===== src/hw/rasterPkg.sv =====
`default_nettype none

package rasterPkg;

	typedef logic [7:0] coordT;   // tile-local pixel coordinate
	typedef logic [15:0] depthT;  // smaller is nearer
	typedef logic [15:0] colorT;
	typedef logic signed [17:0] areaT;

	// one flat-shaded triangle of 80 bits
	typedef struct packed {
		coordT x0;
		coordT y0;
		coordT x1;
		coordT y1;
		coordT x2;
		coordT y2;
		depthT depth;
		colorT color;
	} triangleT;

	localparam colorT backgroundColor = '0;
	localparam depthT farDepth = '1;

	// edge function of a->b at point p and the doubled signed area
	function automatic areaT edgeFn(input coordT ax, input coordT ay, input coordT bx,
			input coordT by, input coordT px, input coordT py);
		areaT dbx;
		areaT dby;
		areaT dpx;
		areaT dpy;
		dbx = {10'd0, bx} - {10'd0, ax};
		dby = {10'd0, by} - {10'd0, ay};
		dpx = {10'd0, px} - {10'd0, ax};
		dpy = {10'd0, py} - {10'd0, ay};
		return dbx * dpy - dby * dpx;
	endfunction

endpackage

`default_nettype wire


===== src/hw/rasterSequencer.sv =====
`default_nettype none

module rasterSequencer import rasterPkg::*; #(
	parameter int triAddrWidth = 4
) (
	input wire logic BOARD_CLK,
	input wire logic arstN,
	input wire logic startRasterizing,
	input wire logic [triAddrWidth:0] triangleCount,
	input wire triangleT readData,
	input wire logic leftDone,
	input wire logic rightDone,
	input wire logic frameDone,
	output logic busy,
	output logic [triAddrWidth-1:0] readAddr,
	output logic clearStart,
	output logic shadeStart,
	output coordT x0,
	output coordT y0,
	output coordT x1,
	output coordT y1,
	output coordT x2,
	output coordT y2,
	output coordT boxMinX,
	output coordT boxMinY,
	output coordT boxMaxX,
	output coordT boxMaxY,
	output depthT triDepth,
	output colorT triColor,
	output logic readoutStart
);

	typedef enum logic [3:0] {
		idle, clear, clearWait, fetch, setup, shade, shadeWait, next, readout, readoutWait
	} stateT;

	stateT state;
	logic [triAddrWidth:0] triTotal;
	areaT triArea;
	logic shadersDone;

	function automatic coordT min3(input coordT a, input coordT b, input coordT c);
		coordT m;
		m = (a < b) ? a : b;
		return (m < c) ? m : c;
	endfunction

	function automatic coordT max3(input coordT a, input coordT b, input coordT c);
		coordT m;
		m = (a > b) ? a : b;
		return (m > c) ? m : c;
	endfunction

	assign shadersDone = leftDone & rightDone;

	assign clearStart = (state == clear);
	assign shadeStart = (state == shade) && (triArea != 0);  // degenerate ones never start
	assign readoutStart = (state == readout);

	always_ff @(posedge BOARD_CLK or negedge arstN) begin
		if (!arstN) begin
			state <= idle;
			busy <= 1'b0;
			readAddr <= '0;
		end else begin
			case (state)
				idle: if (startRasterizing) begin
					state <= clear;
					busy <= 1'b1;
					readAddr <= '0;
				end
				clear: state <= clearWait;
				clearWait: if (shadersDone) begin
					state <= (triTotal == 0) ? readout : fetch;
				end
				fetch: state <= setup;  // store output settles here
				setup: state <= shade;
				shade: state <= (triArea == 0) ? next : shadeWait;
				shadeWait: if (shadersDone) begin
					state <= next;
				end
				next: begin
					if ({1'b0, readAddr} + 1'b1 == triTotal) begin
						state <= readout;
					end else begin
						readAddr <= readAddr + 1'b1;
						state <= fetch;
					end
				end
				readout: state <= readoutWait;
				readoutWait: if (frameDone) begin
					state <= idle;
					busy <= 1'b0;
				end
				default: state <= idle;
			endcase
		end
	end

	// triangle setup held steady while the shaders scan
	always_ff @(posedge BOARD_CLK) begin
		if (state == idle && startRasterizing) begin
			triTotal <= triangleCount;
		end
		if (state == setup) begin
			x0 <= readData.x0;
			y0 <= readData.y0;
			x1 <= readData.x1;
			y1 <= readData.y1;
			x2 <= readData.x2;
			y2 <= readData.y2;
			boxMinX <= min3(readData.x0, readData.x1, readData.x2);
			boxMinY <= min3(readData.y0, readData.y1, readData.y2);
			boxMaxX <= max3(readData.x0, readData.x1, readData.x2);
			boxMaxY <= max3(readData.y0, readData.y1, readData.y2);
			triDepth <= readData.depth;
			triColor <= readData.color;
			triArea <= edgeFn(readData.x0, readData.y0, readData.x1, readData.y1,
				readData.x2, readData.y2);
		end
	end

endmodule

`default_nettype wire


===== config.mk =====
export PLATFORM = sky130hd
export DESIGN_NAME = rasterSequencer
export DESIGN_NICKNAME = d
export VERILOG_FILES = /design/src/hw/rasterPkg.sv /design/src/hw/rasterSequencer.sv
export SDC_FILE = /design/constraint.sdc
export NUM_CORES = 1
export LEC_CHECK = 0
export BUFFER_PORTS_ARGS = -buffer_cell sky130_fd_sc_hd__buf_2
export CORE_MARGIN = 2
export CORE_UTILIZATION = 35
export CTS_BUF_LIST = sky130_fd_sc_hd__clkbuf_16
export CTS_CLUSTER_DIAMETER = 60
export CTS_CLUSTER_SIZE = 12
export DETAILED_ROUTE_END_ITERATION = 8
export GPL_TIMING_DRIVEN = 0
export HOLD_SLACK_MARGIN = 0.03
export PLACE_DENSITY = 0.61
export SLEW_MARGIN = 10
export SYNTH_ARGS = -nofsm -noshare
export SYNTH_HDL_FRONTEND = slang
export SYNTH_SLANG_ARGS = --single-unit

===== constraint.sdc =====
create_clock -name BOARD_CLK -period 15.2 [get_ports BOARD_CLK]
set_input_delay 0.76 -clock BOARD_CLK [delete_from_list [all_inputs] [get_ports BOARD_CLK]]
set_output_delay 0.76 -clock BOARD_CLK [all_outputs]
set_load 0.005 [all_outputs]

# After elaboration in Yosys (flattened, before gate mapping)
# Cells that the tools add are included.
# totals
ram_bits,0
output_inout_bits,120
n_memories,0
latch_bits,0
word_cells,83
romBits,0
register_bits,144
# classes
div_mod_pow,0
mul,2
n_mux,22
n_shift,0
magnitude_cmp,8
n_addsub,7
n_bitwise,1
n_reduce_logical,11
eq_ne,15
# ops
operator,n
8-bit 2-to-1 mux,8
4-bit one-hot mux with 10 select lines,1
9-bit by 9-bit multiplier with 18-bit output,2
8-bit by 8-bit subtractor with 9-bit output,4
8-bit > comparator,4
32-bit logical NOT,1
8-bit less-than comparator,4
4-bit 2-to-1 mux,8
32-bit nonzero test,1
18-bit subtractor,1
4-bit by 3-bit equality test with 1-bit output (second input constant),4
2-bit != test (second input constant),5
4-bit by 2-bit equality test with 1-bit output (second input constant),2
4-bit equality test (second input constant),2
4-bit one-hot mux with 2 select lines,1
3-bit AND reduction,2
4-bit by 1-bit adder with 5-bit output (second input constant),1
5-bit equality test,1
5-bit logical NOT,1
4-bit by 1-bit adder with 4-bit output (second input constant),1
4-bit by 1-bit equality test with 1-bit output (second input constant),1
4-bit logical NOT,1
4-bit AND reduction,1
2-bit nonzero test,2
other kinds (4),7

# Longest topological paths before layout
# depth
depth_word,4
depth_mapped,29

# Least setup slack after synthesis
# No wires, ideal clock.
# synth_timing
path_kind,register to register
startpoint,reg state[2]
endpoint,reg boxMaxX[0] (enable)
setup_time_ns,0.778
path_buffers,1
arrival_ns,9.525
path_slack_ns,4.897
stages_incl_launch_ff,4
cell_sequence,dfrtp_1 > clkbuf_1 > nand2b_1 > nor3_1
# synth_via
elab_chain_cells,1
# synth_rtl
element,line_no,text
"start, declared",rasterSequencer.sv:37,stateT state;
"start signal, assigned",rasterSequencer.sv:62,state <= idle;
"start signal, assigned",rasterSequencer.sv:68,state <= clear;
"start signal, assigned",rasterSequencer.sv:72,clear: state <= clearWait;
4-bit by 3-bit equality test with 1-bit output,rasterSequencer.sv:105,if (state == setup) begin
"end signal, assigned",rasterSequencer.sv:114,"boxMaxX <= max3(readData.x0, readData.x1, readData.x2);"
"end, declared",rasterSequencer.sv:26,"output coordT boxMaxX,"
# No other way between the ends.
# A chain may end at the register's enable or synchronous reset.

# Worst setup path in the final report
# layout_timing
startpoint,in readData[56] in the netlist's numbering
endpoint,"reg triArea[17], data pin"
# layout_via
elab_chain_cells,3
# layout_rtl
element,line_no,text
"start, declared",rasterSequencer.sv:10,"input wire triangleT readData,"
8-bit by 8-bit subtractor with 9-bit output,rasterPkg.sv:32,"dbx = {10'd0, bx} - {10'd0, ax};"
9-bit by 9-bit multiplier with 18-bit output,rasterPkg.sv:36,return dbx * dpy - dby * dpx;
18-bit subtractor,rasterPkg.sv:36,
"end signal, assigned",rasterSequencer.sv:118,"triArea <= edgeFn(readData.x0, readData.y0, readData.x1, readData.y1,"
"end, declared",rasterSequencer.sv:39,areaT triArea;
# No other way between the ends.

==> out/metrics.sh <==
DRT_DRC_VIOLATIONS_LEFT=0
SYNTH_AREA_PER_CELL_SQ_UM=10.7
DRT_ITER0_DRC=611
MAX-CAP-VIOLATIONS=0
TRITONCTS.NUM_BUFFERS=17
INITIAL_ANTENNA_VIOLATION_COUNT=0
DRTANTENNAVIOLNETS=0
FRACTION_OF_FINAL_LAYOUT_CELLS_WITH_DRIVE_STRENGTH_GREATER_THAN_1_PCT=20.1
REPORT.FINAL.HOLD_VIOL_COUNT=0
GLOBALROUTEOVERFLOWTOTAL=0
RUN_STATUS='completed'
YS.FLOP_TYPE='edfxtp_1'
CP_MAX_FO=9
SHARE_OF_SYNTHESIZED_FLIP_FLOPS_WITH_AN_ASYNCHRONOUS_SET_OR_RESET_PCT=6.25
IOPINCOUNT=211
CORE.ROWCOUNT=74
POST_ROUTE_CLOCK_PERIOD_UTILIZATION_PCT=54.5
DR_TOTAL_VIAS=10694
CRITPATHARRIVALTIME_PS=8460
TIMING.FINAL.CRIT_PERIOD_PS=8280
MOST_COMMON_CELL_AFTER_LAYOUT_FILL_AND_TAPS_ASIDE='inv_1'
DIE-AREA_SQ_UM=43500
RELSLEWSLACK_PCT=35.0
GRT_FIRST_PASS_WIRELENGTH_MICRONS=57900
GRT_PASS1_VIAS=10859
DPL.HPWL_MICRONS=30400
ANTENNA_CELLS_INSERTED=0
INITIAL_CORE_UTIL_PCT=35.6
HOLD_PATH_CLASS='in2async'
MET3_WIRELENGTH_MICRONS=1640
REQUIRED_PS=15380
WIRE_PER_INST_MICRONS=16.6
WORST_SETUP_PATH_END_KIND='flip-flop'
YS_TYPES=75
CTS_TREE='yes'
FILLER_CELL_COUNT=4003
VIAS_PER_CELL=4.98
SYNTH_TOP_CELL_AREA_SHARE_PCT=27.7
FIN_TNS_SETUP_PS=0
DETAILED_ROUTING_ITERATIONS_PASS_1=5
H_TREE_LVL_COUNT=4
CLOCK_INSERTION_DELAY_WORST_SKEW_PS=450
SETUP_VIOL=0
CRITPATHLAUNCHTYPE='input pin'
CTS.REPAIR_TIMING.SETUP_BUFFER_COUNT=0
OVERALL_ROUTED_NET_LENGTH_MICRONS=35700
SYNTH_ENABLE_FLOP_CELLS=135
DIE_Y_MICRONS=209
SYNTH_CELLS=1363
CTS.REPAIR.RESIZED=0
WORST_SETUP_PATH_CLASS='in2reg'
DR_WL_MET2_MICRONS=17900
MET1_WIRE_LENGTH_MICRONS=15700
HOLD_BUF_COUNT_CTS=0
GRT_MAX_DEGREE=17
RSZ_0062_RAISED_AFTER_GLOBAL_ROUTING='false'
YS_WARN_COUNT=0
LAYOUT_COMMON_CELLS='243 x inv_1, 212 x buf_2, 177 x fa_1, 137 x ha_1, 135 x edfxtp_1'
SKEW_PS=12.1
R2R_SETUP_SLK_PS=11570
SYNTH.CELL_AREA_SQ_UM=14600
TIMING.FINAL.MAX_SLEW_VIOLATIONS=0
SYN_TO_FINAL_GROWTH_PCT=16.3
CELL_TYPE_WITH_THE_HIGHEST_AGGREGATE_AREA_IN_THE_NETLIST='edfxtp_1'
DIE_W_MICRONS=209
NETS_FINISH=2009
PORTBUFFERS=210
TIGHTEST_SLEW_PS=968
CTS_ROOT_BUF='clkbuf_16'
SYNTH.TOP_CELLS.BY_AREA='edfxtp_1 28%, fa_1 24%, ha_1 12%'
TOP_LAYER_USED='met4'
POSTSYNTHNETCOUNT=1768
CORE_SQ_UM=41100
CLOCKBUFFERDEPTH=2
SYNTH-SEQ-CELLS=144
SEQ_TOTAL_AREA_YOSYS_PCT=29.2
CLKSLEWWORSTSETUPHOLDPATHS_PS=60
ROUTABILITYCONGESTION=0.909
TRITONCTS_NUM_SINKS=144
GRT_USAGE_PCT=16.9
FMAX_MHz=121
## synthesized netlist by cell type (22+ instances only)
cell type  count
ha_1         137
nor3_1        38
o21ai_0       24
a21oi_1       49
a21o_1        25
mux2_2        35
nand3_1       22
xnor2_1       37
nand2_1       44
edfxtp_1     135
nor2_1       107
inv_1        241
fa_1         177
## metal layers
metal  up-vias  track usage, %
li1       5106               -
met3        23            2.72
met1      5312            22.5
met4         0            4.46
met5         -               0
met2       253            28.6
## sequential cells by signal, indices dropped and copies added, names as in the netlist
name / flops
y0: 8
state: 4
triDepth: 16
x0: 8
y2: 8
boxMinY: 8
busy: 1
triColor: 16
triTotal: 5
boxMinX: 8
triArea: 18
x2: 8
boxMaxY: 8
boxMaxX: 8
x1: 8
y1: 8
readAddr: 4
## worst max-delay path: stages
cell	delay [ps]
buf_2	140
inv_1	70
ha_1	220
fa_1	440
nor2b_1	150
o21ai_1	90
a21boi_1	280
o21ai_0	140
a21boi_1	760
nor3_1	160
fa_1	500
fa_1	540
inv_1	50
fa_1	490
inv_1	50
fa_1	480
fa_1	520
fa_1	500
inv_1	50
fa_1	490
inv_1	40
ha_1	290
o21a_1	150
o31a_1	190
a41oi_1	160
or3_1	470
o21ai_1	190
xnor2_1	80
## cell families after synthesis
logic type	count (synthesis)	synth area share [%]
adders and majority gates	314	35.9
and+or+nand+nor	337	11.7
DFF	144	29.2
xor gates and xnor gates	55	3.29
muxes	49	3.85
AOI/OAI and AO/OA	198	9.10
buffers and inverters	266	6.92
## final cells by class
class                           instances  area (sq um)  share of cell area, %
Clock buffer                           17           425                   2.50
Timing Repair Buffer                  222          1140                   6.72
Buffer                                 25           109                  0.639
Tap cell                              532           666                   3.91
Inverter                              241           905                   5.31
Multi-Input combinational cell        953          9360                   55.0
Sequential cell                       144          4280                   25.1
Clock inverter                         13           143                  0.837
## path summary, 6_finish.rpt
kind	startpoint	endpoint	cells past startpoint
min in group BOARD_CLK	readData[10]	triColor[10]	1
worst max register to register	state[2]	boxMaxY[5]	12
worst max-delay path	readData[56]	triArea[17]	28
max in group asynchronous	arstN	readAddr[2]	1
worst min-delay path	arstN	readAddr[3]	1
worst min register to register	readAddr[1]	readAddr[1]	1
## through the flow
step           cells  setup slack [ps]  cell area, sq um  utilization, %  hold WS, ps
2_1_floorplan   1363              4900             14600               -          464
3_3_place_gp    2105              1150             16400            39.8          537
3_5_place_dp    2117              6510             16500            40.0          546
4_1_cts         2147              7000             17000            41.4          134
5_1_grt         2147              6510             17000            41.4          157
6_report        2147              6920             17000            41.4          169
Power is left out: the tool's default activity adds up to more than one toggle a clock period on the data nets, which glitch-free logic cannot reach.
