==> config.mk <==
export PLATFORM = sky130hd
export DESIGN_NAME = tileReadout
export DESIGN_NICKNAME = d
export VERILOG_FILES = /design/src/hw/rasterPkg.sv /design/src/hw/tileReadout.sv
export SDC_FILE = /design/constraint.sdc
export NUM_CORES = 1
export LEC_CHECK = 0
export ABC_AREA = 0
export BUFFER_PORTS_ARGS = -buffer_cell sky130_fd_sc_hd__buf_2
export CAP_MARGIN = 20
export CORE_ASPECT_RATIO = 0.6
export CORE_MARGIN = 3
export CORE_UTILIZATION = 29
export DETAILED_ROUTE_END_ITERATION = 12
export HOLD_SLACK_MARGIN = 0.03
export SYNTH_ARGS = -nofsm -noshare
export SYNTH_HDL_FRONTEND = slang
export SYNTH_SLANG_ARGS = --single-unit
==> constraint.sdc <==
create_clock -name BOARD_CLK -period 3.15 [get_ports BOARD_CLK]
set_input_delay 0.1575 -clock BOARD_CLK [delete_from_list [all_inputs] [get_ports BOARD_CLK]]
set_output_delay 0.1575 -clock BOARD_CLK [all_outputs]
set_load 0.02 [all_outputs]
==> src/hw/rasterPkg.sv <==
`default_nettype none

package rasterPkg;

	typedef logic [7:0] coordT;   // tile-local pixel coordinate
	typedef logic [15:0] depthT;  // smaller is nearer
	typedef logic [15:0] colorT;
	typedef logic signed [17:0] areaT;

	// one flat-shaded triangle of 80 bits
	typedef struct packed {
		coordT x0;
		coordT y0;
		coordT x1;
		coordT y1;
		coordT x2;
		coordT y2;
		depthT depth;
		colorT color;
	} triangleT;

	localparam colorT backgroundColor = '0;
	localparam depthT farDepth = '1;

	// edge function of a->b at point p and the doubled signed area
	function automatic areaT edgeFn(input coordT ax, input coordT ay, input coordT bx,
			input coordT by, input coordT px, input coordT py);
		areaT dbx;
		areaT dby;
		areaT dpx;
		areaT dpy;
		dbx = {10'd0, bx} - {10'd0, ax};
		dby = {10'd0, by} - {10'd0, ay};
		dpx = {10'd0, px} - {10'd0, ax};
		dpy = {10'd0, py} - {10'd0, ay};
		return dbx * dpy - dby * dpx;
	endfunction

endpackage

`default_nettype wire

==> src/hw/tileReadout.sv <==
`default_nettype none

module tileReadout import rasterPkg::*; #(
	parameter int tileDim = 8
) (
	input wire logic BOARD_CLK,
	input wire logic arstN,
	input wire logic readoutStart,
	input wire colorT leftColor,
	input wire colorT rightColor,
	output coordT readX,
	output coordT readY,
	output logic pixelValid,
	output coordT pixelX,
	output coordT pixelY,
	output colorT pixelColor,
	output logic frameDone
);

	localparam coordT lastPos = coordT'(tileDim - 1);
	localparam coordT halfWidth = coordT'(tileDim / 2);

	logic active;

	// left half comes from the left shader
	assign pixelColor = (pixelX < halfWidth) ? leftColor : rightColor;

	always_ff @(posedge BOARD_CLK or negedge arstN) begin
		if (!arstN) begin
			active <= 1'b0;
			readX <= '0;
			readY <= '0;
			pixelValid <= 1'b0;
			pixelX <= '0;
			pixelY <= '0;
			frameDone <= 1'b0;
		end else begin
			pixelValid <= active;  // lines up with the registered shader read
			pixelX <= readX;
			pixelY <= readY;
			frameDone <= pixelValid & ~active;
			if (readoutStart) begin
				active <= 1'b1;
				readX <= '0;
				readY <= '0;
			end else if (active) begin
				if (readX == lastPos) begin
					readX <= '0;
					readY <= readY + 1'b1;
					if (readY == lastPos) begin
						active <= 1'b0;
					end
				end else begin
					readX <= readX + 1'b1;
				end
			end
		end
	end

endmodule

`default_nettype wire

Word-level counts from Yosys, hierarchy flattened --
Cells that the tools add are included.
Storage, ports and cells: register bits 35, bits of input ports 35, output and inout bits 50, logic and storage cells 28
Cells by class: $add $sub $neg 2, magnitude comparators 1, equality and inequality tests 2, muxes and demuxes 11, bitwise logic cells 2, reductions and logical operators 3
Operator list (number):
- $mux W8 | 6
- $add A8 B1 Y8 const B | 2
- $eq A8 B3 Y1 const B | 2
- $mux W16 | 1
- $lt A8 B3 Y1 const B | 1
- $mux W1 | 4
- $reduce_bool A2 Y1 | 2
- $reduce_and A2 Y1 | 1
- $and A1 B1 Y1 | 1
- $not A1 Y1 | 1

Depth between registers and ports, before layout --
Gate-level depths: netlist of the first run.
depth in word-level cells 5, depth in mapped cells 5, depth with buffers taken out 4

Worst setup path before layout of the first run --
No wires, ideal clock.
kind register -> register, start register readX[3], end register readY[7], setup time 125 ps, arrival 1844 ps, required time 3025 ps, slack 1181 ps, stages on the path, launching flop included 5, path buffers 1, period minus slack after synthesis 1969 ps, path through dfrtp_1 -> or4b_4 -> buf_6 -> nor4_1 -> mux2_2
Between the ends: cells in the longest elaborated chain, start to end 3
Ends and longest elaborated chain:
- start: declaration | line tileReadout.sv:11 | output coordT readX,
- start signal: assignment | line tileReadout.sv:54 | readX <= readX + 1'b1;
- $eq A8 B3 Y1 | line tileReadout.sv:47 | if (readX == lastPos) begin
- $reduce_bool A2 Y1 (no line)
- $reduce_and A2 Y1 (no line)
- end signal: assignment | line tileReadout.sv:49 | readY <= readY + 1'b1;
- end: declaration | line tileReadout.sv:12 | output coordT readY,
No other way between the ends. A chain may end at the register's enable or synchronous reset.

Final worst setup path of the first run --
start register readX[0], end register readY[1]
The elaborated chain is that of the path after synthesis.

==> impl_metrics.sql, run 1 <==
INSERT INTO impl_metrics (metric_group, metric, value, unit) VALUES
('global_route', 'met2_capacity_usage_during_global_routing', '17.43', '%'),
('synthesis', 'synth.distinct_cells', '28', ''),
('global_route', 'grt_max_degree', '36', ''),
('hold_path', 'whs_path_depth', '2', ''),
('status', 'status', 'finished, final reports clean', ''),
('setup_path', 'crit_family', 'compound AO/OA/AOI/OAI gates', ''),
('drt', 'drt-pass1-iter-count', '4', ''),
('setup_path', 'cp_max_fo', '14', ''),
('layout', 'fillCellCount', '501', ''),
('synthesis', 'syn_avg_cell_area', '11.98', 'um^2'),
('run', 'drv_cap', '0', ''),
('layout', 'mostFrequentLayoutCells', '84 x sky130_fd_sc_hd__buf_2, 35 x sky130_fd_sc_hd__dfrtp_1, 20 x sky130_fd_sc_hd__mux2_2', ''),
('power_and_ir_drop', 'power.share.sequential', '51.9', '%'),
('timing', 'finalHoldViolations', '0', ''),
('global_route', 'gr_layer_usage_met3', '3.429', '%'),
('cts', 'post_cts.repair.setup_buffers', '0', ''),
('setup_path', 'critical-path-slowest-cell', 'sky130_fd_sc_hd__o21bai_1', ''),
('global_route', 'wire_length_of_the_first_global_routing_pass', '6596', 'um'),
('timing', 'final.setup.tns', '0', 'ns'),
('power_and_ir_drop', 'power_per_cell_area', '419.3', 'nW/um^2'),
('synthesis', 'edff_count_synth', '0', ''),
('synthesis', 'synthesis_stage_register_bit_count', '35', ''),
('drt', 'routed_wl', '4295', 'um'),
('setup_path', 'r2r_cells', '4', ''),
('layout', 'layout-drive-gt1-share', '50.69', '%'),
('placed_design', 'place_ws', '0.9504', 'ns'),
('setup_path', 'max_stage_delay', '0.54', 'ns'),
('power_and_ir_drop', 'totalPowerFinal', '894.5', 'uW'),
('power_and_ir_drop', 'power.static_leakage', '0.001103', 'uW'),
('cts', 'cts-htree-levels', '2', ''),
('global_route', 'grt_antenna_before_repair', '0', ''),
('synthesis', 'synth-main-ff-cell', 'sky130_fd_sc_hd__dfrtp_1', ''),
('synthesis', 'async_flop_share', '100.0', '%'),
('layout', 'areaGrowthSynthToFinish', '34.89', '%'),
('floorplanning', 'num_io_pins', '85', ''),
('cts', 'post_cts_resize_count', '0', ''),
('drt', 'wire_per_inst', '15.18', 'um'),
('power_and_ir_drop', 'power.clock.fraction', '33.2', '%'),
('global_route', 'via_count_of_the_first_global_routing_pass', '1243', ''),
('global_route', 'global_route.usage.total', '13.30', '%'),
('power_and_ir_drop', 'max-vdd-ir-drop', '151.2', 'uV'),
('global_route', 'grt_remaining_overflow', '0', ''),
('drt', 'ant_nets', '0', ''),
('power_and_ir_drop', 'netSwitchingPower', '234.2', 'uW'),
('setup_path', 'worst-endpoint-required', '3.32', 'ns'),
('timing', 'slew-limit-headroom', '47.77', '%'),
('floorplanning', 'die_area', '6404', 'um^2'),
('synthesis', 'yosys_warnings', '0', ''),
('hold_path', 'min_delay_worst_endpoint', 'readX[2]', ''),
('power_and_ir_drop', 'sw_frac_of_total', '26.18', '%'),
('hold_path', 'hold_path.class', 'primary input to flop', ''),
('timing', 'min_period_over_period', '69.14', '%'),
('drt', 'drc', '0', ''),
('global_route', 'top_usage_layer', 'met1', ''),
('synthesis', 'postSynthNetCount', '169', ''),
('cts', 'tritoncts', 'done', ''),
('cts', 'clk-insertion-delay-late', '0.29', 'ns'),
('placed_design', 'hpwl', '3183', 'um'),
('cts', 'tritoncts_num_sinks', '35', ''),
('placed_design', 'final_gp_congestion', '0.8037', ''),
('cts', 'cts_inserted_buffers', '5', ''),
('setup_path', 'critPathCaptureType', 'flop', ''),
('setup_path', 'rr_startpoint', 'readX[0]', ''),
('timing', 'max_freq', '459.1', 'MHz'),
('layout', 'mostFrequentLayoutCell', 'sky130_fd_sc_hd__buf_2', ''),
('floorplanning', 'rows', '20', ''),
('floorplanning', 'die_width', '101.3', 'um'),
('layout', 'post-route-util', '41.38', '%'),
('timing', 'fin_skew', '0.009506', 'ns'),
('floorplanning', 'die_h', '63.20', 'um'),
('power_and_ir_drop', 'comb_power_share', '14.9', '%');
cell type report:
class                   count  share of cell area [%]
inverters                   1                  0.1760
repair buffers             85                   20.18
clock buffers               6                   3.402
multi-input cells          90                   31.32
well taps                  66                   3.871
flip-flops and latches     35                   41.06
per-stage QoR:
| stage | hold slack [ns] | instance area (um^2) | std cells |
|---|---|---|---|
| floorplan | -0.1381 | 1582 | 132 |
| CTS | 0.2642 | 2133 | 283 |
| detailed placement | 0.2799 | 2051 | 276 |
| finish | 0.2720 | 2133 | 283 |
| global placement | 0.2774 | 2051 | 276 |
| global route | 0.2847 | 2133 | 283 |
cells in the mapped netlist (4+ instances only):
| cell | count | area [um^2] |
|---|---|---|
| sky130_fd_sc_hd__or3_1 | 6 | 37.54 |
| sky130_fd_sc_hd__nand3_1 | 4 | 20.02 |
| sky130_fd_sc_hd__o21ai_0 | 5 | 25.02 |
| sky130_fd_sc_hd__or4_1 | 4 | 30.03 |
| sky130_fd_sc_hd__a21oi_1 | 8 | 40.04 |
| sky130_fd_sc_hd__mux2_2 | 20 | 225.2 |
| sky130_fd_sc_hd__nand2_1 | 5 | 18.77 |
| sky130_fd_sc_hd__nor2_1 | 8 | 30.03 |
| sky130_fd_sc_hd__nor4_1 | 4 | 25.02 |
| sky130_fd_sc_hd__nor2b_1 | 6 | 37.54 |
| sky130_fd_sc_hd__dfrtp_1 | 35 | 875.8 |
cells by family (layout without fill, tap and decap cells):
kind of cell,after synthesis,in the layout,synth area share [%]
flops,35,35,55.38
xor+xnor,3,3,1.662
compound gates,21,21,8.070
mux,21,21,14.87
simple gates,43,43,16.06
buf+inv,7,92,2.373
fa+ha+maj,2,2,1.582
worst max-delay path by stage:
stage / slack (ns) / to / depth (start not counted) / startpoint
2_1_floorplan: 1.18 / readY[7] / 4 / readX[3]
3_3_place_gp: 1.08 / readY[1] / 4 / readX[0]
3_5_place_dp: 0.95 / readY[1] / 4 / readX[0]
4_1_cts: 0.95 / readY[1] / 4 / readX[0]
5_1_grt: 0.79 / readY[1] / 4 / readX[0]
6_report: 0.97 / readY[1] / 4 / readX[0]
routing by layer:
layer  part of all wire [%]  vias to the layer above
met4                    1.1                        0
met1                     52                      644
met2                     42                       32
met3                    4.7                        7
met5                      0                        -
li1                       -                      658
power by group through the flow:
stage          Sequential, uW  Combinational (uW)  Clock (uW)
2_1_floorplan             480                66.2           0
5_1_grt                   465                 144         329
6_report                  464                 134         297
3_5_place_dp              472                 133           0
3_3_place_gp              471                 132           0
4_1_cts                   464                 135         303
sequential cells by signal, summed over array words and instances, names as in the netlist:
| register | count |
|---|---|
| active | 1 |
| frameDone | 1 |
| pixelValid | 1 |
| pixelX | 8 |
| pixelY | 8 |
| readX | 8 |
| readY | 8 |
(Power assumes the default switching activity.)
==> inputs of run 2 (changes only) <==
Clock period 3.15 ns to 1.8 ns, I/O delays scaled along.
==> run 2 against run 1 <==
Net effect:
- register-to-register slack worse by 0.92 ns
- largest power group unchanged
- non-clock buffer count up 15
- critical endpoint is now pixelColor[1]
- combinational power up 99%
- via count up 8.2%
- routed wire length up 6.8%
- cell count up 6.4%
- clock skew down 0.0048 ns
- core utilization up 4.1 points
- design area up 9.9%
- first-iteration DRC count down 61%
==> impl_metrics.sql, run 2 (same netlist as run 1, synthesis figures left out) <==
INSERT INTO impl_metrics (metric_group, metric, value, unit) VALUES
('drt', 'detailroute.via_count', '1451', ''),
('cts', 'post_cts.repair.setup_buffers', '0', ''),
('timing', 'fin_skew', '0.004711', 'ns'),
('floorplanning', 'die_h', '63.20', 'um'),
('floorplanning', 'die_width', '101.3', 'um'),
('timing', 'slew_viol_final', '0', ''),
('timing', 'period_needed', '1.776', 'ns'),
('timing', 'slew-limit-headroom', '70.87', '%'),
('drt', 'post_drt_via_cell_ratio', '4.821', ''),
('floorplanning', 'start_util', '30.68', '%'),
('hold_path', 'hp-start', 'readoutStart', ''),
('timing', 'worst-slew-pin-transition', '0.4365', 'ns'),
('drt', 'drc', '0', ''),
('run', 'drv_cap', '0', ''),
('timing', 'postLayoutSetupSlackWorst', '0.02397', 'ns'),
('placed_design', 'dpl-instance-area', '2188', 'um^2'),
('placed_design', 'place_ws', '0.03787', 'ns'),
('setup_path', 'startpoint', 'pixelX[2]', ''),
('power_and_ir_drop', 'power_per_cell_area', '758.6', 'nW/um^2'),
('layout', 'final_area', '2344', 'um^2'),
('global_route', 'global_route.usage.total', '13.78', '%'),
('cts', 'tritoncts_num_sinks', '35', ''),
('setup_path', 'rr_startpoint', 'readX[3]', ''),
('drt', 'ant_nets', '0', ''),
('hold_path', 'hold_path.class', 'primary input to flop', ''),
('setup_path', 'worstSetupPathType', 'flop to output port', ''),
('global_route', 'grt_max_degree', '36', ''),
('cts', 'tritoncts', 'done', ''),
('setup_path', 'critPathCaptureType', 'output port', ''),
('power_and_ir_drop', 'max-vdd-ir-drop', '404.0', 'uV'),
('global_route', 'via_count_of_the_first_global_routing_pass', '1347', ''),
('setup_path', 'worst-endpoint-required', '1.71', 'ns'),
('timing', 'max_freq', '563.1', 'MHz'),
('power_and_ir_drop', 'power.static_leakage', '0.001209', 'uW'),
('cts', 'cts-root-buf', 'sky130_fd_sc_hd__clkbuf_8', ''),
('floorplanning', 'die_area', '6404', 'um^2'),
('layout', 'antenna-diode-count', '0', ''),
('cts', 'cts_inserted_buffers', '5', ''),
('cts', 'cts_clk_pin_slew_worst_paths', '0.07', 'ns'),
('timing', 'finalHoldViolations', '0', ''),
('timing', 'final-setup-viol-count', '0', ''),
('layout', 'areaGrowthSynthToFinish', '48.18', '%'),
('drt', 'drt-pass1-iter-count', '5', ''),
('global_route', 'grt_antenna_before_repair', '0', ''),
('layout', 'fillCellCount', '501', ''),
('setup_path', 'critPathLaunchType', 'flop', ''),
('placed_design', 'hpwl', '3513', 'um'),
('cts', 'clk-insertion-delay-late', '0.28', 'ns'),
('layout', 'layout-drive-gt1-share', '58.72', '%'),
('status', 'status', 'finished, final reports clean', ''),
('cts', 'clockBufferDepth', '2', ''),
('drt', 'initialDrtViolationCount', '37', ''),
('setup_path', 'cp_max_fo', '16', ''),
('drt', 'routed_wl', '4586', 'um'),
('layout', 'number_of_nets_in_the_layout', '271', ''),
('global_route', 'grt_remaining_overflow', '0', ''),
('drt', 'wire_per_inst', '15.24', 'um'),
('timing', 'holdWs', '0.1077', 'ns'),
('timing', 'grt_setup_unrepaired', 'yes', ''),
('layout', 'mostFrequentLayoutCell', 'sky130_fd_sc_hd__buf_2', ''),
('layout', 'final_cell_count_no_fill', '301', ''),
('timing', 'min_period_over_period', '98.67', '%'),
('floorplanning', 'core', '5155', 'um^2'),
('placed_design', 'dp.cells', '291', ''),
('placed_design', 'numPortBuffers', '84', ''),
('cts', 'cts-htree-levels', '2', ''),
('setup_path', 'setup.reg_to_reg.worst_slack', '0.05', 'ns'),
('global_route', 'wire_length_of_the_first_global_routing_pass', '6824', 'um'),
('setup_path', 'cp_data_arrival_time', '1.69', 'ns'),
('floorplanning', 'rows', '20', ''),
('layout', 'mostFrequentLayoutCells', '84 x sky130_fd_sc_hd__buf_2, 30 x sky130_fd_sc_hd__dfrtp_1, 20 x sky130_fd_sc_hd__mux2_2', ''),
('placed_design', 'final_gp_congestion', '0.7399', ''),
('floorplanning', 'num_io_pins', '85', '');
[run 2: cell types whose count changed in the layout (fill, tap and decap cells not counted), moves of 3 or more]
cell / previous run / this run
sky130_fd_sc_hd__buf_4: 0 / 14
sky130_fd_sc_hd__dfrtp_1: 35 / 30
sky130_fd_sc_hd__dfrtp_2: 0 / 5
sky130_fd_sc_hd__nor4_1: 4 / 0
sky130_fd_sc_hd__nor4_2: 0 / 3
[run 2: what timing repair did]
item / CTS / global route
hold buffers: 1 / 0
setup endpoints to repair: 16 / 17
pin swaps: 1 / 2
gates resized for setup: 2 / 2
cloned: 0 / 1
hold endpoints to repair: 35 / 0
[run 2: final cells by class]
type | count | area, um^2 | share of cell area [%]
clock buffers | 5 | 68.82 | 2.936
clock inverters | 3 | 43.79 | 1.869
inverters | 1 | 3.754 | 0.1602
multi-input cells | 91 | 715.7 | 30.54
flip-flops and latches | 35 | 882.1 | 37.64
well taps | 66 | 82.58 | 3.524
repair buffers | 100 | 546.8 | 23.33
[run 2: worst paths after layout]
check | to | cells after the start
setup / recovery | pixelColor[1] | 5
hold / removal | readY[4] | 2
setup reg to reg | readY[5] | 3
hold reg to reg | pixelX[7] | 0
max in group asynchronous | readX[0] | 3
min in group asynchronous | pixelY[5] | 3
[run 2: metrics by stage]
stage	setup TNS (ns)	util, %	power, uW
after detailed placement	0	42.45	1086
final	0	45.46	1778
after global routing	-1.342	45.46	1853
after global placement	0	42.45	1085
after floorplan	-0.09589	-	957.9
after CTS	-0.008340	45.02	1794
[run 2: metal layers]
metal / track usage (%) / up-vias / wire length (um)
li1: - / 697 / -
met1: 18.13 / 692 / 1945
met2: 21.99 / 60 / 2151
met3: 4.646 / 2 / 470
met4: 2.985 / 0 / 19
met5: 0 / - / 0
[run 2: report_power, final]
| part | switching [uW] | internal (uW) | total [uW] |
|---|---|---|---|
| clock | 293 | 412 | 705 |
| combinational | 150 | 116 | 267 |
| sequential | 6.85 | 799 | 806 |
[run 2: critical path, stage by stage, from the launching register on]
cell                      delay, ns
sky130_fd_sc_hd__dfrtp_1       0.41
sky130_fd_sc_hd__nor4_4        0.28
sky130_fd_sc_hd__nand2_1       0.09
sky130_fd_sc_hd__buf_6         0.17
sky130_fd_sc_hd__mux2_2        0.29
sky130_fd_sc_hd__buf_2         0.16
==> inputs of run 3 (changes only) <==
Settings changed: REMOVE_ABC_BUFFERS set to 1.
==> run 3 against run 2 <==
Net effect:
- clock-buffer cell count stayed put
- sequential power is essentially flat
- via count increased by 0.83%
- clock power down 0.9%
- hold slack better by 0.0068 ns
- combinational power is 3% lower
- non-clock buffer count is 3 higher
- global-route usage fell by 0.48 points
- maximum frequency increased by 0.66%
- critical path depth down 1
- cell count up 0.66%
- sequential share of layout area decreased by 0.31 points
- largest power group unchanged
- highest routed layer is now met3
==> impl_metrics.sql, run 3 (same netlist as run 1, synthesis figures left out) <==
INSERT INTO impl_metrics (metric_group, metric, value, unit) VALUES
('placed_design', 'hpwl', '3249', 'um'),
('hold_path', 'hp-start', 'readoutStart', ''),
('layout', 'areaGrowthSynthToFinish', '48.34', '%'),
('setup_path', 'setup.reg_to_reg.worst_slack', '0.04', 'ns'),
('setup_path', 'rr_endpoint', 'readY[2]', ''),
('timing', 'finalHoldViolations', '0', ''),
('run', 'drv_cap', '0', ''),
('timing', 'max_freq', '566.8', 'MHz'),
('timing', 'slew-limit-headroom', '48.38', '%'),
('cts', 'tritoncts_num_sinks', '35', ''),
('cts', 'cts-htree-levels', '2', ''),
('global_route', 'global_route.usage.total', '13.30', '%'),
('floorplanning', 'num_io_pins', '85', ''),
('timing', 'period_needed', '1.764', 'ns'),
('floorplanning', 'die_h', '63.20', 'um'),
('power_and_ir_drop', 'power.clock.fraction', '39.6', '%'),
('placed_design', 'numPortBuffers', '84', ''),
('global_route', 'grt_antenna_before_repair', '0', ''),
('layout', 'mostFrequentLayoutCells', '84 x sky130_fd_sc_hd__buf_2, 35 x sky130_fd_sc_hd__dfrtp_1, 20 x sky130_fd_sc_hd__mux2_2', ''),
('power_and_ir_drop', 'power.share.sequential', '45.6', '%'),
('layout', 'mostFrequentLayoutCell', 'sky130_fd_sc_hd__buf_2', ''),
('timing', 'worst-slew-pin-transition', '0.7743', 'ns'),
('placed_design', 'final_gp_congestion', '0.7622', ''),
('setup_path', 'critPathLaunchType', 'flop', ''),
('timing', 'fin_skew', '0.008571', 'ns'),
('timing', 'final-setup-viol-count', '0', ''),
('power_and_ir_drop', 'netSwitchingPower', '437.7', 'uW'),
('drt', 'drt-pass1-iter-count', '4', ''),
('power_and_ir_drop', 'power.static_leakage', '0.001220', 'uW'),
('floorplanning', 'die_width', '101.3', 'um'),
('setup_path', 'cp_data_arrival_time', '1.98', 'ns'),
('timing', 'holdWs', '0.1145', 'ns'),
('power_and_ir_drop', 'totalPowerFinal', '1763', 'uW'),
('timing', 'postLayoutSetupSlackWorst', '0.03562', 'ns'),
('cts', 'post_cts.repair.setup_buffers', '0', ''),
('setup_path', 'max_stage_delay', '0.61', 'ns'),
('floorplanning', 'rows', '20', ''),
('timing', 'grt_setup_unrepaired', 'yes', ''),
('drt', 'routed_wl', '4251', 'um'),
('power_and_ir_drop', 'sw_frac_of_total', '24.82', '%'),
('hold_path', 'min_delay_worst_endpoint', 'readY[3]', ''),
('cts', 'clockBufferDepth', '2', ''),
('drt', 'ant_nets', '0', ''),
('power_and_ir_drop', 'cellInternalPower', '1326', 'uW'),
('cts', 'clk-insertion-delay-late', '0.29', 'ns'),
('floorplanning', 'core', '5155', 'um^2'),
('setup_path', 'worstSetupPathType', 'flop to flop', ''),
('setup_path', 'critPathCaptureType', 'flop', ''),
('setup_path', 'worst-endpoint-required', '2.02', 'ns'),
('global_route', 'grt_max_degree', '36', ''),
('timing', 'min_period_over_period', '98.02', '%'),
('cts', 'cts_inserted_buffers', '5', ''),
('global_route', 'grt_remaining_overflow', '0', ''),
('drt', 'wire_per_inst', '14.03', 'um'),
('setup_path', 'r2r_cells', '4', ''),
('power_and_ir_drop', 'comb_power_share', '14.7', '%'),
('power_and_ir_drop', 'max-vdd-ir-drop', '381.4', 'uV'),
('status', 'status', 'finished, final reports clean', ''),
('power_and_ir_drop', 'power_per_cell_area', '751.6', 'nW/um^2'),
('setup_path', 'rr_startpoint', 'readX[4]', ''),
('cts', 'cts-root-buf', 'sky130_fd_sc_hd__clkbuf_8', ''),
('hold_path', 'hold_path.class', 'primary input to flop', ''),
('cts', 'cts_clk_pin_slew_worst_paths', '0.08', 'ns'),
('cts', 'tritoncts', 'done', ''),
('global_route', 'via_count_of_the_first_global_routing_pass', '1303', ''),
('setup_path', 'critical-path-slowest-cell', 'sky130_fd_sc_hd__or4b_4', ''),
('placed_design', 'place_ws', '0.03181', 'ns'),
('layout', 'number_of_nets_in_the_layout', '273', ''),
('layout', 'post-route-util', '45.51', '%'),
('floorplanning', 'start_util', '30.68', '%'),
('floorplanning', 'die_area', '6404', 'um^2'),
('layout', 'fillCellCount', '478', ''),
('global_route', 'wire_length_of_the_first_global_routing_pass', '6568', 'um'),
('drt', 'drc', '0', ''),
('layout', 'layout-drive-gt1-share', '56.96', '%'),
('drt', 'initialDrtViolationCount', '78', ''),
('setup_path', 'crit_chain', 'or4b_4 > buf_4 > or4_1 > a21oi_1', ''),
('timing', 'slew_viol_final', '0', ''),
('hold_path', 'whs_path_depth', '2', ''),
('setup_path', 'cp_max_fo', '7', ''),
('drt', 'post_drt_via_cell_ratio', '4.828', ''),
('layout', 'antenna-diode-count', '0', ''),
('drt', 'detailroute.via_count', '1463', '');
==> run 3: changes by cell type in the layout (fill, tap and decap cells not counted) <==
cell	before	now
sky130_fd_sc_hd__buf_4	14	17
sky130_fd_sc_hd__or4b_4	2	1
sky130_fd_sc_hd__dfrtp_1	30	35
sky130_fd_sc_hd__dfrtp_2	5	0
==> run 3: worst max-delay path, delay by kind of cell (launching register included) <==
| family | cells | cell delay [ns] |
|---|---|---|
| buf+inv | 1 | 0.19 |
| compound gates | 1 | 0.13 |
| simple gates | 2 | 1.01 |
| flops | 1 | 0.38 |
==> run 3: timing repair <==
| action | CTS | global route |
|---|---|---|
| hold endpoints to repair | 35 | 0 |
| gates resized for setup | 2 | 4 |
| hold buffers | 1 | 0 |
| pin swaps | 1 | 2 |
| setup endpoints to repair | 16 | 20 |
==> run 3: metrics by stage <==
step | setup TNS [ns] | std cells | area (um^2)
finish | 0 | 303 | 2346
global route | -0.4162 | 303 | 2346
CTS | -0.01851 | 303 | 2318
detailed placement | 0 | 294 | 2186
global placement | 0 | 294 | 2186
floorplan | -0.6830 | 126 | 1548
==> run 3: metal layers <==
layer | GRT usage, % | wire [um]
met3 | 4.867 | 477
met5 | 0 | 0
met1 | 16.78 | 1780
met2 | 21.25 | 1992
met4 | 3.980 | 0
==> run 3: layout make-up <==
cell class | count | area [um^2] | area share [%]
clock buffers | 5 | 68.82 | 2.933
flip-flops and latches | 35 | 875.8 | 37.33
multi-input cells | 90 | 701.9 | 29.92
inverters | 1 | 3.754 | 0.1600
clock inverters | 3 | 43.79 | 1.867
repair buffers | 103 | 569.3 | 24.27
well taps | 66 | 82.58 | 3.520
==> run 3: power groups by stage <==
stage / Sequential (uW) / Clock [uW] / Combinational [uW]
finish: 805 / 699 / 260
global route: 806 / 760 / 286
CTS: 805 / 717 / 265
detailed placement: 820 / 0 / 260
global placement: 819 / 0 / 258
floorplan: 841 / 0 / 109
==> run 3: worst max path at each step <==
stage / startpoint / end / slack, ns / cells after the start
after detailed placement: readX[3] / readY[7] / 0.03 / 3
after floorplan: readX[0] / readY[1] / -0.16 / 4
after CTS: pixelX[3] / pixelColor[1] / -0.02 / 5
final: readX[4] / readY[2] / 0.04 / 4
after global placement: readX[3] / readY[7] / 0.06 / 3
after global routing: readX[4] / readY[2] / -0.04 / 4
